==> src/predecode_pkg.sv <==
//////////////////////////////
// pre-decode shared definitions
// opcode constants, kinds and control types
//////////////////////////////
package predecode_pkg;

    localparam int reg_addr_w = 5;
    localparam int xlen = 32;
    localparam logic [reg_addr_w-1:0] link_reg = 5'd1;

    // top bit index of each opcode field value
    localparam int opc22_hi = 21;
    localparam int opc17_hi = 16;
    localparam int opc10_hi = 9;
    localparam int opc7_hi = 6;
    localparam int opc6_hi = 5;

    //////////////////////////////
    // opcodes in inst[31:15]
    localparam logic [opc17_hi:0] opc_add_w = 17'h00020;
    localparam logic [opc17_hi:0] opc_sub_w = 17'h00022;
    localparam logic [opc17_hi:0] opc_slt = 17'h00024;
    localparam logic [opc17_hi:0] opc_sltu = 17'h00025;
    localparam logic [opc17_hi:0] opc_nor = 17'h00028;
    localparam logic [opc17_hi:0] opc_and = 17'h00029;
    localparam logic [opc17_hi:0] opc_or = 17'h0002a;
    localparam logic [opc17_hi:0] opc_xor = 17'h0002b;
    localparam logic [opc17_hi:0] opc_sll_w = 17'h0002e;
    localparam logic [opc17_hi:0] opc_srl_w = 17'h0002f;
    localparam logic [opc17_hi:0] opc_sra_w = 17'h00030;
    localparam logic [opc17_hi:0] opc_slli_w = 17'h00081;
    localparam logic [opc17_hi:0] opc_srli_w = 17'h00089;
    localparam logic [opc17_hi:0] opc_srai_w = 17'h00091;
    // opcodes in inst[31:22]
    localparam logic [opc10_hi:0] opc_slti = 10'h008;
    localparam logic [opc10_hi:0] opc_sltui = 10'h009;
    localparam logic [opc10_hi:0] opc_addi_w = 10'h00a;
    localparam logic [opc10_hi:0] opc_andi = 10'h00d;
    localparam logic [opc10_hi:0] opc_ori = 10'h00e;
    localparam logic [opc10_hi:0] opc_xori = 10'h00f;
    localparam logic [opc10_hi:0] opc_ld_b = 10'h0a0;
    localparam logic [opc10_hi:0] opc_ld_h = 10'h0a1;
    localparam logic [opc10_hi:0] opc_ld_w = 10'h0a2;
    localparam logic [opc10_hi:0] opc_st_b = 10'h0a4;
    localparam logic [opc10_hi:0] opc_st_h = 10'h0a5;
    localparam logic [opc10_hi:0] opc_st_w = 10'h0a6;
    // opcodes in inst[31:25] and inst[31:26]
    localparam logic [opc7_hi:0] opc_lu12i_w = 7'h0a;
    localparam logic [opc7_hi:0] opc_pcaddu12i = 7'h0e;
    localparam logic [opc6_hi:0] opc_jirl = 6'h13;
    localparam logic [opc6_hi:0] opc_b = 6'h14;
    localparam logic [opc6_hi:0] opc_bl = 6'h15;
    localparam logic [opc6_hi:0] opc_beq = 6'h16;
    localparam logic [opc6_hi:0] opc_bne = 6'h17;
    localparam logic [opc6_hi:0] opc_blt = 6'h18;
    localparam logic [opc6_hi:0] opc_bge = 6'h19;
    localparam logic [opc6_hi:0] opc_bltu = 6'h1a;
    localparam logic [opc6_hi:0] opc_bgeu = 6'h1b;

    //////////////////////////////
    // invalid sits at zero so an all-zero kind means no instruction
    typedef enum logic [5:0] {
        kind_invalid,
        kind_add_w, kind_sub_w, kind_slt, kind_sltu, kind_nor, kind_and,
        kind_or, kind_xor, kind_sll_w, kind_srl_w, kind_sra_w,
        kind_slli_w, kind_srli_w, kind_srai_w,
        kind_addi_w, kind_slti, kind_sltui, kind_andi, kind_ori, kind_xori,
        kind_lu12i_w, kind_pcaddu12i,
        kind_jirl, kind_b, kind_bl, kind_beq, kind_bne,
        kind_blt, kind_bge, kind_bltu, kind_bgeu,
        kind_ld_b, kind_ld_h, kind_ld_w, kind_st_b, kind_st_h, kind_st_w
    } inst_kind_t;

    // operand selects, one-hot
    typedef enum logic [1:0] {src1_none = 2'b00, src1_pc = 2'b01, src1_reg = 2'b10} src1_sel_t;
    typedef enum logic [2:0] {
        src2_none = 3'b000, src2_imm = 3'b001, src2_reg = 3'b010, src2_four = 3'b100
    } src2_sel_t;
    typedef enum logic [1:0] {mem_word = 2'b00, mem_half = 2'b01, mem_byte = 2'b10} mem_width_t;
    typedef enum logic [1:0] {
        valid_none = 2'b00, valid_exe = 2'b01, valid_mem = 2'b10
    } valid_stage_t;

    // add in the top bit, lui in bit 0
    typedef struct packed {
        logic op_add;
        logic op_sub;
        logic op_slt;
        logic op_sltu;
        logic op_and;
        logic op_nor;
        logic op_or;
        logic op_xor;
        logic op_sll;
        logic op_srl;
        logic op_sra;
        logic op_lui;
    } alu_op_t;

endpackage

==> src/stage_if.sv <==
//////////////////////////////
// held instruction from stage register to decoders
//////////////////////////////
`timescale 1ns/1ps

interface stage_if;
    // held entry
    logic valid;
    logic [predecode_pkg::xlen-1:0] pc;
    logic [predecode_pkg::xlen-1:0] inst;
    // downstream take, driven from out_ready
    logic ready;

    // stage register side
    modport producer (output valid, output pc, output inst, input ready);

    // decoder side, read only
    modport consumer (input valid, input pc, input inst, input ready);
endinterface

==> src/stage_reg.sv <==
//////////////////////////////
// pre-decode stage register
// valid flag, pc and word with allow-in
//////////////////////////////
`timescale 1ns/1ps

module stage_reg (
    input  logic clk,
    input  logic reset,
    input  logic in_valid,
    input  logic [predecode_pkg::xlen-1:0] in_pc,
    input  logic [predecode_pkg::xlen-1:0] in_inst,
    output logic allow_in,
    stage_if.producer stg
);
    logic accept;

    // room when empty, or when the held entry leaves this edge
    assign allow_in = ~stg.valid | stg.ready;
    assign accept = in_valid & allow_in;

    // valid drops when taken with nothing behind it
    always_ff @(posedge clk)
    begin
        if (reset)
            stg.valid <= 1'b0;
        else if (allow_in)
            stg.valid <= in_valid;
    end

    // word comes up zero, which classifies as invalid
    always_ff @(posedge clk)
    begin
        if (reset)
            stg.inst <= '0;
        else if (accept)
            stg.inst <= in_inst;
    end

    // pc only loads on accept, held under back-pressure
    always_ff @(posedge clk)
    begin
        if (accept)
            stg.pc <= in_pc;
    end
endmodule

==> src/inst_classifier.sv <==
//////////////////////////////
// instruction classifier
// opcode fields to instruction kind
//////////////////////////////
`timescale 1ns/1ps

module inst_classifier (
    stage_if.consumer stg,
    output predecode_pkg::inst_kind_t kind
);
    logic [predecode_pkg::opc22_hi:0] op22;
    logic [predecode_pkg::opc17_hi:0] op17;
    logic [predecode_pkg::opc10_hi:0] op10;
    logic [predecode_pkg::opc7_hi:0] op7;
    logic [predecode_pkg::opc6_hi:0] op6;

    // fields nest, all start at bit 31
    assign op22 = stg.inst[31:10];
    assign op17 = op22[predecode_pkg::opc22_hi -: predecode_pkg::opc17_hi + 1];
    assign op10 = op22[predecode_pkg::opc22_hi -: predecode_pkg::opc10_hi + 1];
    assign op7 = op22[predecode_pkg::opc22_hi -: predecode_pkg::opc7_hi + 1];
    assign op6 = op22[predecode_pkg::opc22_hi -: predecode_pkg::opc6_hi + 1];

    // kept encodings never hit two fields at once
    always_comb
    begin
        kind = predecode_pkg::kind_invalid;
        // register and shift-immediate forms
        case (op17)
            predecode_pkg::opc_add_w: kind = predecode_pkg::kind_add_w;
            predecode_pkg::opc_sub_w: kind = predecode_pkg::kind_sub_w;
            predecode_pkg::opc_slt: kind = predecode_pkg::kind_slt;
            predecode_pkg::opc_sltu: kind = predecode_pkg::kind_sltu;
            predecode_pkg::opc_nor: kind = predecode_pkg::kind_nor;
            predecode_pkg::opc_and: kind = predecode_pkg::kind_and;
            predecode_pkg::opc_or: kind = predecode_pkg::kind_or;
            predecode_pkg::opc_xor: kind = predecode_pkg::kind_xor;
            predecode_pkg::opc_sll_w: kind = predecode_pkg::kind_sll_w;
            predecode_pkg::opc_srl_w: kind = predecode_pkg::kind_srl_w;
            predecode_pkg::opc_sra_w: kind = predecode_pkg::kind_sra_w;
            predecode_pkg::opc_slli_w: kind = predecode_pkg::kind_slli_w;
            predecode_pkg::opc_srli_w: kind = predecode_pkg::kind_srli_w;
            predecode_pkg::opc_srai_w: kind = predecode_pkg::kind_srai_w;
            default: ;
        endcase
        // 12-bit immediate alu ops and memory
        case (op10)
            predecode_pkg::opc_slti: kind = predecode_pkg::kind_slti;
            predecode_pkg::opc_sltui: kind = predecode_pkg::kind_sltui;
            predecode_pkg::opc_addi_w: kind = predecode_pkg::kind_addi_w;
            predecode_pkg::opc_andi: kind = predecode_pkg::kind_andi;
            predecode_pkg::opc_ori: kind = predecode_pkg::kind_ori;
            predecode_pkg::opc_xori: kind = predecode_pkg::kind_xori;
            predecode_pkg::opc_ld_b: kind = predecode_pkg::kind_ld_b;
            predecode_pkg::opc_ld_h: kind = predecode_pkg::kind_ld_h;
            predecode_pkg::opc_ld_w: kind = predecode_pkg::kind_ld_w;
            predecode_pkg::opc_st_b: kind = predecode_pkg::kind_st_b;
            predecode_pkg::opc_st_h: kind = predecode_pkg::kind_st_h;
            predecode_pkg::opc_st_w: kind = predecode_pkg::kind_st_w;
            default: ;
        endcase
        // 20-bit upper immediates
        case (op7)
            predecode_pkg::opc_lu12i_w: kind = predecode_pkg::kind_lu12i_w;
            predecode_pkg::opc_pcaddu12i: kind = predecode_pkg::kind_pcaddu12i;
            default: ;
        endcase
        // branches and jumps
        case (op6)
            predecode_pkg::opc_jirl: kind = predecode_pkg::kind_jirl;
            predecode_pkg::opc_b: kind = predecode_pkg::kind_b;
            predecode_pkg::opc_bl: kind = predecode_pkg::kind_bl;
            predecode_pkg::opc_beq: kind = predecode_pkg::kind_beq;
            predecode_pkg::opc_bne: kind = predecode_pkg::kind_bne;
            predecode_pkg::opc_blt: kind = predecode_pkg::kind_blt;
            predecode_pkg::opc_bge: kind = predecode_pkg::kind_bge;
            predecode_pkg::opc_bltu: kind = predecode_pkg::kind_bltu;
            predecode_pkg::opc_bgeu: kind = predecode_pkg::kind_bgeu;
            default: ;
        endcase
    end
endmodule

==> src/operand_decoder.sv <==
//////////////////////////////
// operand decoder
// register numbers, immediate, operand selects
//////////////////////////////
`timescale 1ns/1ps

module operand_decoder (
    stage_if.consumer stg,
    input  predecode_pkg::inst_kind_t kind,
    output logic [predecode_pkg::reg_addr_w-1:0] rf_r_addr1,
    output logic [predecode_pkg::reg_addr_w-1:0] rf_r_addr2,
    output logic [predecode_pkg::reg_addr_w-1:0] rf_w_addr,
    output logic [predecode_pkg::xlen-1:0] imm,
    output predecode_pkg::src1_sel_t src1_sel,
    output predecode_pkg::src2_sel_t src2_sel
);
    logic [predecode_pkg::reg_addr_w-1:0] rk;
    logic [predecode_pkg::reg_addr_w-1:0] rj;
    logic [predecode_pkg::reg_addr_w-1:0] rd;
    logic [predecode_pkg::xlen-1:0] imm_si12;
    logic [predecode_pkg::xlen-1:0] imm_ui12;
    logic [predecode_pkg::xlen-1:0] imm_ui5;
    logic [predecode_pkg::xlen-1:0] imm_u20;
    logic [predecode_pkg::xlen-1:0] imm_offs16;
    logic [predecode_pkg::xlen-1:0] imm_offs26;

    assign rk = stg.inst[14:10];
    assign rj = stg.inst[9:5];
    assign rd = stg.inst[4:0];

    //////////////////////////////
    // the six immediate formats
    assign imm_si12 = {{20{stg.inst[21]}}, stg.inst[21:10]};
    assign imm_ui12 = {20'b0, stg.inst[21:10]};
    assign imm_ui5 = {27'b0, stg.inst[14:10]};
    assign imm_u20 = {stg.inst[24:5], 12'b0};
    assign imm_offs16 = {{14{stg.inst[25]}}, stg.inst[25:10], 2'b0};
    // offs26 high part sits in the low field
    assign imm_offs26 = {{4{stg.inst[9]}}, stg.inst[9:0], stg.inst[25:10], 2'b0};

    //////////////////////////////
    always_comb
    begin
        // unused addresses read as r0
        rf_r_addr1 = '0;
        rf_r_addr2 = '0;
        rf_w_addr = '0;
        imm = '0;
        src1_sel = predecode_pkg::src1_none;
        src2_sel = predecode_pkg::src2_none;
        case (kind)
            predecode_pkg::kind_add_w, predecode_pkg::kind_sub_w, predecode_pkg::kind_slt,
            predecode_pkg::kind_sltu, predecode_pkg::kind_and, predecode_pkg::kind_or,
            predecode_pkg::kind_nor, predecode_pkg::kind_xor, predecode_pkg::kind_sll_w,
            predecode_pkg::kind_srl_w, predecode_pkg::kind_sra_w:
            begin
                // rk first, rj second
                rf_r_addr1 = rk;
                rf_r_addr2 = rj;
                rf_w_addr = rd;
                src1_sel = predecode_pkg::src1_reg;
                src2_sel = predecode_pkg::src2_reg;
            end
            predecode_pkg::kind_slli_w, predecode_pkg::kind_srli_w, predecode_pkg::kind_srai_w,
            predecode_pkg::kind_addi_w, predecode_pkg::kind_slti, predecode_pkg::kind_sltui,
            predecode_pkg::kind_andi, predecode_pkg::kind_ori, predecode_pkg::kind_xori,
            predecode_pkg::kind_ld_b, predecode_pkg::kind_ld_h, predecode_pkg::kind_ld_w,
            predecode_pkg::kind_jirl:
            begin
                rf_r_addr1 = rj;
                rf_w_addr = rd;
                src1_sel = predecode_pkg::src1_reg;
                src2_sel = predecode_pkg::src2_imm;
            end
            predecode_pkg::kind_st_b, predecode_pkg::kind_st_h, predecode_pkg::kind_st_w:
            begin
                // rd carries the store data
                rf_r_addr1 = rj;
                rf_r_addr2 = rd;
                src1_sel = predecode_pkg::src1_reg;
                src2_sel = predecode_pkg::src2_imm;
            end
            predecode_pkg::kind_lu12i_w, predecode_pkg::kind_pcaddu12i:
            begin
                rf_w_addr = rd;
                src2_sel = predecode_pkg::src2_imm;
                if (kind == predecode_pkg::kind_pcaddu12i)
                    src1_sel = predecode_pkg::src1_pc;
            end
            predecode_pkg::kind_beq, predecode_pkg::kind_bne, predecode_pkg::kind_blt,
            predecode_pkg::kind_bge, predecode_pkg::kind_bltu, predecode_pkg::kind_bgeu:
            begin
                // compare rj with rd, only beq/bne route rd through src2
                rf_r_addr1 = rj;
                rf_r_addr2 = rd;
                src1_sel = predecode_pkg::src1_reg;
                if (kind == predecode_pkg::kind_beq || kind == predecode_pkg::kind_bne)
                    src2_sel = predecode_pkg::src2_reg;
            end
            predecode_pkg::kind_bl:
            begin
                // link value is pc + 4
                rf_w_addr = predecode_pkg::link_reg;
                src1_sel = predecode_pkg::src1_pc;
                src2_sel = predecode_pkg::src2_four;
            end
            default: ;
        endcase

        // immediate by format group
        case (kind)
            predecode_pkg::kind_addi_w, predecode_pkg::kind_slti, predecode_pkg::kind_sltui,
            predecode_pkg::kind_ld_b, predecode_pkg::kind_ld_h, predecode_pkg::kind_ld_w,
            predecode_pkg::kind_st_b, predecode_pkg::kind_st_h, predecode_pkg::kind_st_w:
                imm = imm_si12;
            predecode_pkg::kind_andi, predecode_pkg::kind_ori, predecode_pkg::kind_xori:
                imm = imm_ui12;
            predecode_pkg::kind_slli_w, predecode_pkg::kind_srli_w, predecode_pkg::kind_srai_w:
                imm = imm_ui5;
            predecode_pkg::kind_lu12i_w, predecode_pkg::kind_pcaddu12i:
                imm = imm_u20;
            predecode_pkg::kind_jirl, predecode_pkg::kind_beq, predecode_pkg::kind_bne,
            predecode_pkg::kind_blt, predecode_pkg::kind_bge, predecode_pkg::kind_bltu,
            predecode_pkg::kind_bgeu:
                imm = imm_offs16;
            predecode_pkg::kind_b, predecode_pkg::kind_bl:
                imm = imm_offs26;
            default: ;
        endcase
    end
endmodule

==> src/control_decoder.sv <==
//////////////////////////////
// control decoder
// alu op, memory, write-back, forward stage
//////////////////////////////
`timescale 1ns/1ps

module control_decoder (
    input  predecode_pkg::inst_kind_t kind,
    output predecode_pkg::alu_op_t alu_op,
    output logic mem_en,
    output logic mem_we,
    output predecode_pkg::mem_width_t mem_width,
    output logic rf_w_en,
    output logic rf_w_from_mem,
    output predecode_pkg::valid_stage_t valid_stage
);
    //////////////////////////////
    // alu operation, register and immediate forms share a bit
    always_comb
    begin
        alu_op = '0;
        case (kind)
            // address and link arithmetic all use add
            predecode_pkg::kind_add_w, predecode_pkg::kind_addi_w, predecode_pkg::kind_jirl,
            predecode_pkg::kind_bl, predecode_pkg::kind_pcaddu12i,
            predecode_pkg::kind_ld_b, predecode_pkg::kind_ld_h, predecode_pkg::kind_ld_w,
            predecode_pkg::kind_st_b, predecode_pkg::kind_st_h, predecode_pkg::kind_st_w:
                alu_op.op_add = 1'b1;
            predecode_pkg::kind_sub_w: alu_op.op_sub = 1'b1;
            predecode_pkg::kind_slt, predecode_pkg::kind_slti: alu_op.op_slt = 1'b1;
            predecode_pkg::kind_sltu, predecode_pkg::kind_sltui: alu_op.op_sltu = 1'b1;
            predecode_pkg::kind_and, predecode_pkg::kind_andi: alu_op.op_and = 1'b1;
            predecode_pkg::kind_nor: alu_op.op_nor = 1'b1;
            predecode_pkg::kind_or, predecode_pkg::kind_ori: alu_op.op_or = 1'b1;
            predecode_pkg::kind_xor, predecode_pkg::kind_xori: alu_op.op_xor = 1'b1;
            predecode_pkg::kind_sll_w, predecode_pkg::kind_slli_w: alu_op.op_sll = 1'b1;
            predecode_pkg::kind_srl_w, predecode_pkg::kind_srli_w: alu_op.op_srl = 1'b1;
            predecode_pkg::kind_sra_w, predecode_pkg::kind_srai_w: alu_op.op_sra = 1'b1;
            predecode_pkg::kind_lu12i_w: alu_op.op_lui = 1'b1;
            default: ;
        endcase
    end

    //////////////////////////////
    // memory and write-back
    always_comb
    begin
        mem_en = 1'b0;
        mem_we = 1'b0;
        mem_width = predecode_pkg::mem_word;
        rf_w_en = 1'b0;
        rf_w_from_mem = 1'b0;
        valid_stage = predecode_pkg::valid_none;
        case (kind)
            predecode_pkg::kind_ld_b, predecode_pkg::kind_ld_h, predecode_pkg::kind_ld_w:
            begin
                // load data only exists after mem
                mem_en = 1'b1;
                rf_w_en = 1'b1;
                rf_w_from_mem = 1'b1;
                valid_stage = predecode_pkg::valid_mem;
            end
            predecode_pkg::kind_st_b, predecode_pkg::kind_st_h, predecode_pkg::kind_st_w:
            begin
                mem_en = 1'b1;
                mem_we = 1'b1;
            end
            // branches and invalid write nothing
            predecode_pkg::kind_invalid, predecode_pkg::kind_b, predecode_pkg::kind_beq,
            predecode_pkg::kind_bne, predecode_pkg::kind_blt, predecode_pkg::kind_bge,
            predecode_pkg::kind_bltu, predecode_pkg::kind_bgeu: ;
            default:
            begin
                rf_w_en = 1'b1;
                valid_stage = predecode_pkg::valid_exe;
            end
        endcase
        // width from the .b/.h suffix
        case (kind)
            predecode_pkg::kind_ld_b, predecode_pkg::kind_st_b:
                mem_width = predecode_pkg::mem_byte;
            predecode_pkg::kind_ld_h, predecode_pkg::kind_st_h:
                mem_width = predecode_pkg::mem_half;
            default: ;
        endcase
    end
endmodule

==> src/predecode_top.sv <==
//////////////////////////////
// pre-decode stage top
//////////////////////////////
`timescale 1ns/1ps

module predecode_top (
    input  logic clk,
    input  logic reset,
    // fetch side
    input  logic in_valid,
    input  logic [predecode_pkg::xlen-1:0] in_pc,
    input  logic [predecode_pkg::xlen-1:0] in_inst,
    output logic allow_in,
    // decode side handshake
    output logic out_valid,
    input  logic out_ready,
    output logic [predecode_pkg::xlen-1:0] out_pc,
    // decoded fields
    output predecode_pkg::inst_kind_t kind,
    output logic [predecode_pkg::reg_addr_w-1:0] rf_r_addr1,
    output logic [predecode_pkg::reg_addr_w-1:0] rf_r_addr2,
    output logic [predecode_pkg::reg_addr_w-1:0] rf_w_addr,
    output logic [predecode_pkg::xlen-1:0] imm,
    output predecode_pkg::src1_sel_t src1_sel,
    output predecode_pkg::src2_sel_t src2_sel,
    output predecode_pkg::alu_op_t alu_op,
    output logic mem_en,
    output logic mem_we,
    output predecode_pkg::mem_width_t mem_width,
    output logic rf_w_en,
    output logic rf_w_from_mem,
    output predecode_pkg::valid_stage_t valid_stage
);
    stage_if stg ();

    assign stg.ready = out_ready;
    assign out_valid = stg.valid;
    assign out_pc = stg.pc;

    // one cycle register, then pure decode fan-out
    stage_reg u_stage_reg (
        .clk(clk), .reset(reset), .in_valid(in_valid), .in_pc(in_pc),
        .in_inst(in_inst), .allow_in(allow_in), .stg(stg.producer)
    );

    inst_classifier u_classifier (.stg(stg.consumer), .kind(kind));

    operand_decoder u_operand_decoder (
        .stg(stg.consumer), .kind(kind),
        .rf_r_addr1(rf_r_addr1), .rf_r_addr2(rf_r_addr2), .rf_w_addr(rf_w_addr),
        .imm(imm), .src1_sel(src1_sel), .src2_sel(src2_sel)
    );

    control_decoder u_control_decoder (
        .kind(kind), .alu_op(alu_op), .mem_en(mem_en), .mem_we(mem_we),
        .mem_width(mem_width), .rf_w_en(rf_w_en), .rf_w_from_mem(rf_w_from_mem),
        .valid_stage(valid_stage)
    );
endmodule

==> config.mk <==
export PLATFORM = sky130hd
export DESIGN_NAME = predecode_top
export DESIGN_NICKNAME = d
export VERILOG_FILES = /design/src/predecode_pkg.sv /design/src/stage_if.sv /design/src/stage_reg.sv /design/src/inst_classifier.sv /design/src/operand_decoder.sv /design/src/control_decoder.sv /design/src/predecode_top.sv
export SDC_FILE = /design/constraint.sdc
export NUM_CORES = 1
export LEC_CHECK = 0
export CAP_MARGIN = 20
export CORE_MARGIN = 1.5
export CORE_UTILIZATION = 35
export CTS_CLUSTER_DIAMETER = 40
export CTS_CLUSTER_SIZE = 12
export DETAILED_ROUTE_END_ITERATION = 8
export DONT_BUFFER_PORTS = 1
export SLEW_MARGIN = 20
export SYNTH_ARGS = -nofsm -noshare
export SYNTH_HDL_FRONTEND = slang
export SYNTH_SLANG_ARGS = --single-unit
export TNS_END_PERCENT = 50
==> constraint.sdc <==
create_clock -name clk -period 2.7 [get_ports clk]
set_clock_uncertainty 0.05 [all_clocks]
set_input_delay 0.135 -clock clk [delete_from_list [all_inputs] [get_ports clk]]
set_output_delay 0.135 -clock clk [all_outputs]
set_load 0.02 [all_outputs]
==> summary.md <==
| Metric | Value |
|---|---|
| Area Overhead vs Synth | 70.2% |
| Routed wire per std cell | 21.1 um |
| Row count | 37 |
| Max Clock Freq | 309 MHz |
| Vias per cell | 5.64 |
| Slew headroom | 0.553 |
| Buffers on Ports | 0 |
| Vias in the first global route | 4278 |
| Leading cell type in the layout, fill and taps excluded | buf_4 |
| Leading area contributor after synthesis | edfxtp_1 |
| Post-Syn Area | 3750 sq um |
| Seq/Total Area, Yosys | 0.432 |
| Initial antenna violation count | 0 |
| Clock Tree Root | clkbuf_8 |
| HP Start | reset |
| Mux cell area share after synthesis | 0.00267 |
| Syn_nets | 500 |
| Setup crit start kind | flip-flop |
| Antenna Nets Post-Route | 0 |
| Worst stage delay on the critical path | 0.58 ns |
| Synth Area in Adders | 0 |
| Chip width | 107 um |
| Critical-path top delay cell | or4_4 |
| Most frequent cells in the layout | buf_4, nand2_1, dlygate4sd3_1 |
| CP Cell Sequence | or4b_4 -> a2111oi_1 -> a21o_1 -> a221oi_2 -> a21oi_4 -> nor4_4 -> or4_4 -> a22o_4 |
| Setup tns final | -10.22 ns |
| Fillers | 887 |
| Clock sink count | 65 |
| Status | finished with violations |
| Leakage power figure | 2.66 nW |
| Worst-Margin Slew | 0.665 ns |
| Min-Delay Path Class | primary input to flip-flop |
| Die height | 107 um |
| CP startpoint | u_stage_reg.stg.inst[31] |
| Top_reg_cell synth | dfxtp_1 |
| EDFF count, synth | 32 |
| Crit Path Max Fanout | 7 |
| I/O pin cnt | 180 |
| Xor/xnor cell area share of the yosys netlist | 0.00701 |
| Synth unique cells | 62 |
| Post-synth top area share | 0.256 |
| #FFs+latches synth | 65 |
| Synth Area in Simple Gates | 0.254 |
| Failing checks | setup timing |
| Cell Pwr Density | 437 nW/um^2 |
| Placed Instances | 648 |
| Final std cells w/o fill | 747 |
| Register area | 1630 sq um |
| GRT overflow | 0 |
| Routed WL | 15.8 mm |
| Min Tclk post-route | 3.24 ns |
| Largest family of logic cells by synthesized area | simple AND/OR/NAND/NOR gates |
| Ant. Diodes | 0 |
| Routed vias | 4210 |
| Nets | 674 |
| Total number of yosys warnings | 0 |
| WS Path Type | flip-flop to output pin |
| Final Wtd Congestion | 0.936 |
| Setup slack after layout | -0.539 ns |
| DRC errors left | 0 |
| Min-Delay Path Depth | 2 |
| Initial DRC Count | 296 |
| Setup crit end kind | output pin |
| Maximum vdd ir drop | 0.412 mV |
| Critical register-to-register path startpoint | u_stage_reg.stg.valid |
| DRT Pass-1 Iters | 5 |
| Max Slew Vio Count | 0 |
| Fin crit share | 1.20 |
| Largest net degree at the start of global routing | 34 |
| CTS H-tree lvls | 3 |
| WP data arrival | 3.05 ns |
| Total die area | 11300 sq um |
| Core footprint | 10400 sq um |
| Global-route wire length before repair | 23.9 mm |
| Syn Area/Cell | 8.68 sq um |
| Clock transition at path regs | 0.08 ns |
| Max Cap Viol | 0 |
| Clk Latency, worst-skew pair | 0.35 ns |
| Initial Util | 0.362 |
| Post-synthesis compound-gate area fraction | 0.243 |
| Fin. Hold Viols | 0 |
| RSZ-0062 raised after global routing | true |
| Setup-failing EPs final | 52 |
| Clock tree buffer depth | 2 |
| Layout cell share with drive strength beyond 1 | 0.416 |
| Syn Inst Count | 432 |
| Multi-input gate area | 2440 sq um |
| Total CTS buffers | 9 |
| Ys async rst share | 0 |
| CTS tree | built |
| HPWL reported at the end of detailed placement | 10.9 mm |
| Worst reg2reg path depth | 7 |
| Top post-synthesis cells by area | edfxtp_1, dfxtp_1, nand2_1 |
| GRT Util Overall | 0.277 |
| Core Util, Final | 0.616 |
| Required @ worst endpoint | 2.52 ns |
## what timing repair did
item | in CTS | in global routing
cloned | 1 | 1
pin swaps | 36 | 17
hold buffers | 69 | 0
setup endpoints to repair | 58 | 61
resized for setup | 123 | 42
endpoints found under the hold margin | 65 | 0
buffers inserted | 12 | 4
## synthesized netlist by cell type (3+ instances only)
| cell | n |
|---|---|
| nand3b_1 | 5 |
| o22ai_1 | 5 |
| a22o_1 | 21 |
| a221o_1 | 14 |
| nor2b_1 | 6 |
| or2_2 | 4 |
| nor3_1 | 6 |
| nand3_1 | 4 |
| inv_1 | 10 |
| nand4_1 | 3 |
| buf_6 | 4 |
| and2_1 | 12 |
| or4_1 | 5 |
| nor2_1 | 22 |
| a211oi_1 | 3 |
| a21o_1 | 5 |
| nand2b_1 | 10 |
| dfxtp_1 | 33 |
| or2_1 | 4 |
| clkbuf_1 | 30 |
| o211ai_1 | 3 |
| a21oi_1 | 43 |
| nor4_1 | 6 |
| o21ai_0 | 10 |
| buf_2 | 5 |
| edfxtp_1 | 32 |
| nand2_1 | 83 |
## final cells by class
cell class                 instances  share of cell area
clock buffer                      10              0.0200
clock inverter                     6              0.0141
inverter                          10             0.00706
multi-input combinational        316               0.383
sequential                        65               0.255
tap                              136              0.0267
timing repair buffer             204               0.294
## per-layer routing
layer | global-route usage | up-vias | share of wire
li1 | - | 1935 | -
met1 | 0.343 | 2034 | 0.41
met2 | 0.469 | 210 | 0.49
met3 | 0.0601 | 31 | 0.075
met4 | 0.110 | 0 | 0.028
met5 | 0 | - | 0
## per-stage QoR
| step | power (mW) | hold WS [ns] | area, sq um | setup WS [ns] |
|---|---|---|---|---|
| after floorplan | 1.47 | 0.184 | 3790 | -0.448 |
| after global placement | 1.66 | 0.158 | 4680 | -0.353 |
| after detailed placement | 1.66 | 0.161 | 4680 | -0.391 |
| after CTS | 2.76 | 0.000731 | 6180 | -0.548 |
| after global routing | 2.88 | 0.0140 | 6380 | -0.612 |
| final | 2.79 | 0.0175 | 6380 | -0.539 |
## report_power, final
group | internal (mW) | switching (mW)
logic | 0.324 | 0.351
registers | 1.10 | 0.0953
clock network | 0.525 | 0.397
total | 1.95 | 0.843
## registers in the layout, indices dropped and copies added (netlist names)
name and count:
u_stage_reg.stg.valid 1, u_stage_reg.stg.pc 32, u_stage_reg.stg.inst 32
## path summary, 6_finish.rpt
path | slack [ns] | to
setup reg to reg | 0.49 | u_stage_reg.stg.inst[22]
hold reg to reg | 0.49 | u_stage_reg.stg.inst[3]
setup / recovery | -0.54 | rf_r_addr1[3]
hold / removal | 0.02 | u_stage_reg.stg.inst[30]
## logic make-up after synthesis
kind of cell           count (synthesis)
AO/OA/AOI/OAI                        126
XOR/XNOR                               3
buffers and inverters                 51
flip-flops                            65
multiplexers                           1
AND/OR/NAND/NOR                      186
## worst max-delay path: cells and delay by family (launching register included)
kind	cells	cell delay (ns)
compound gates	5	1.15
flops	1	0.38
simple gates	3	1.18
Note: power is estimated with default switching activity, not from simulation.
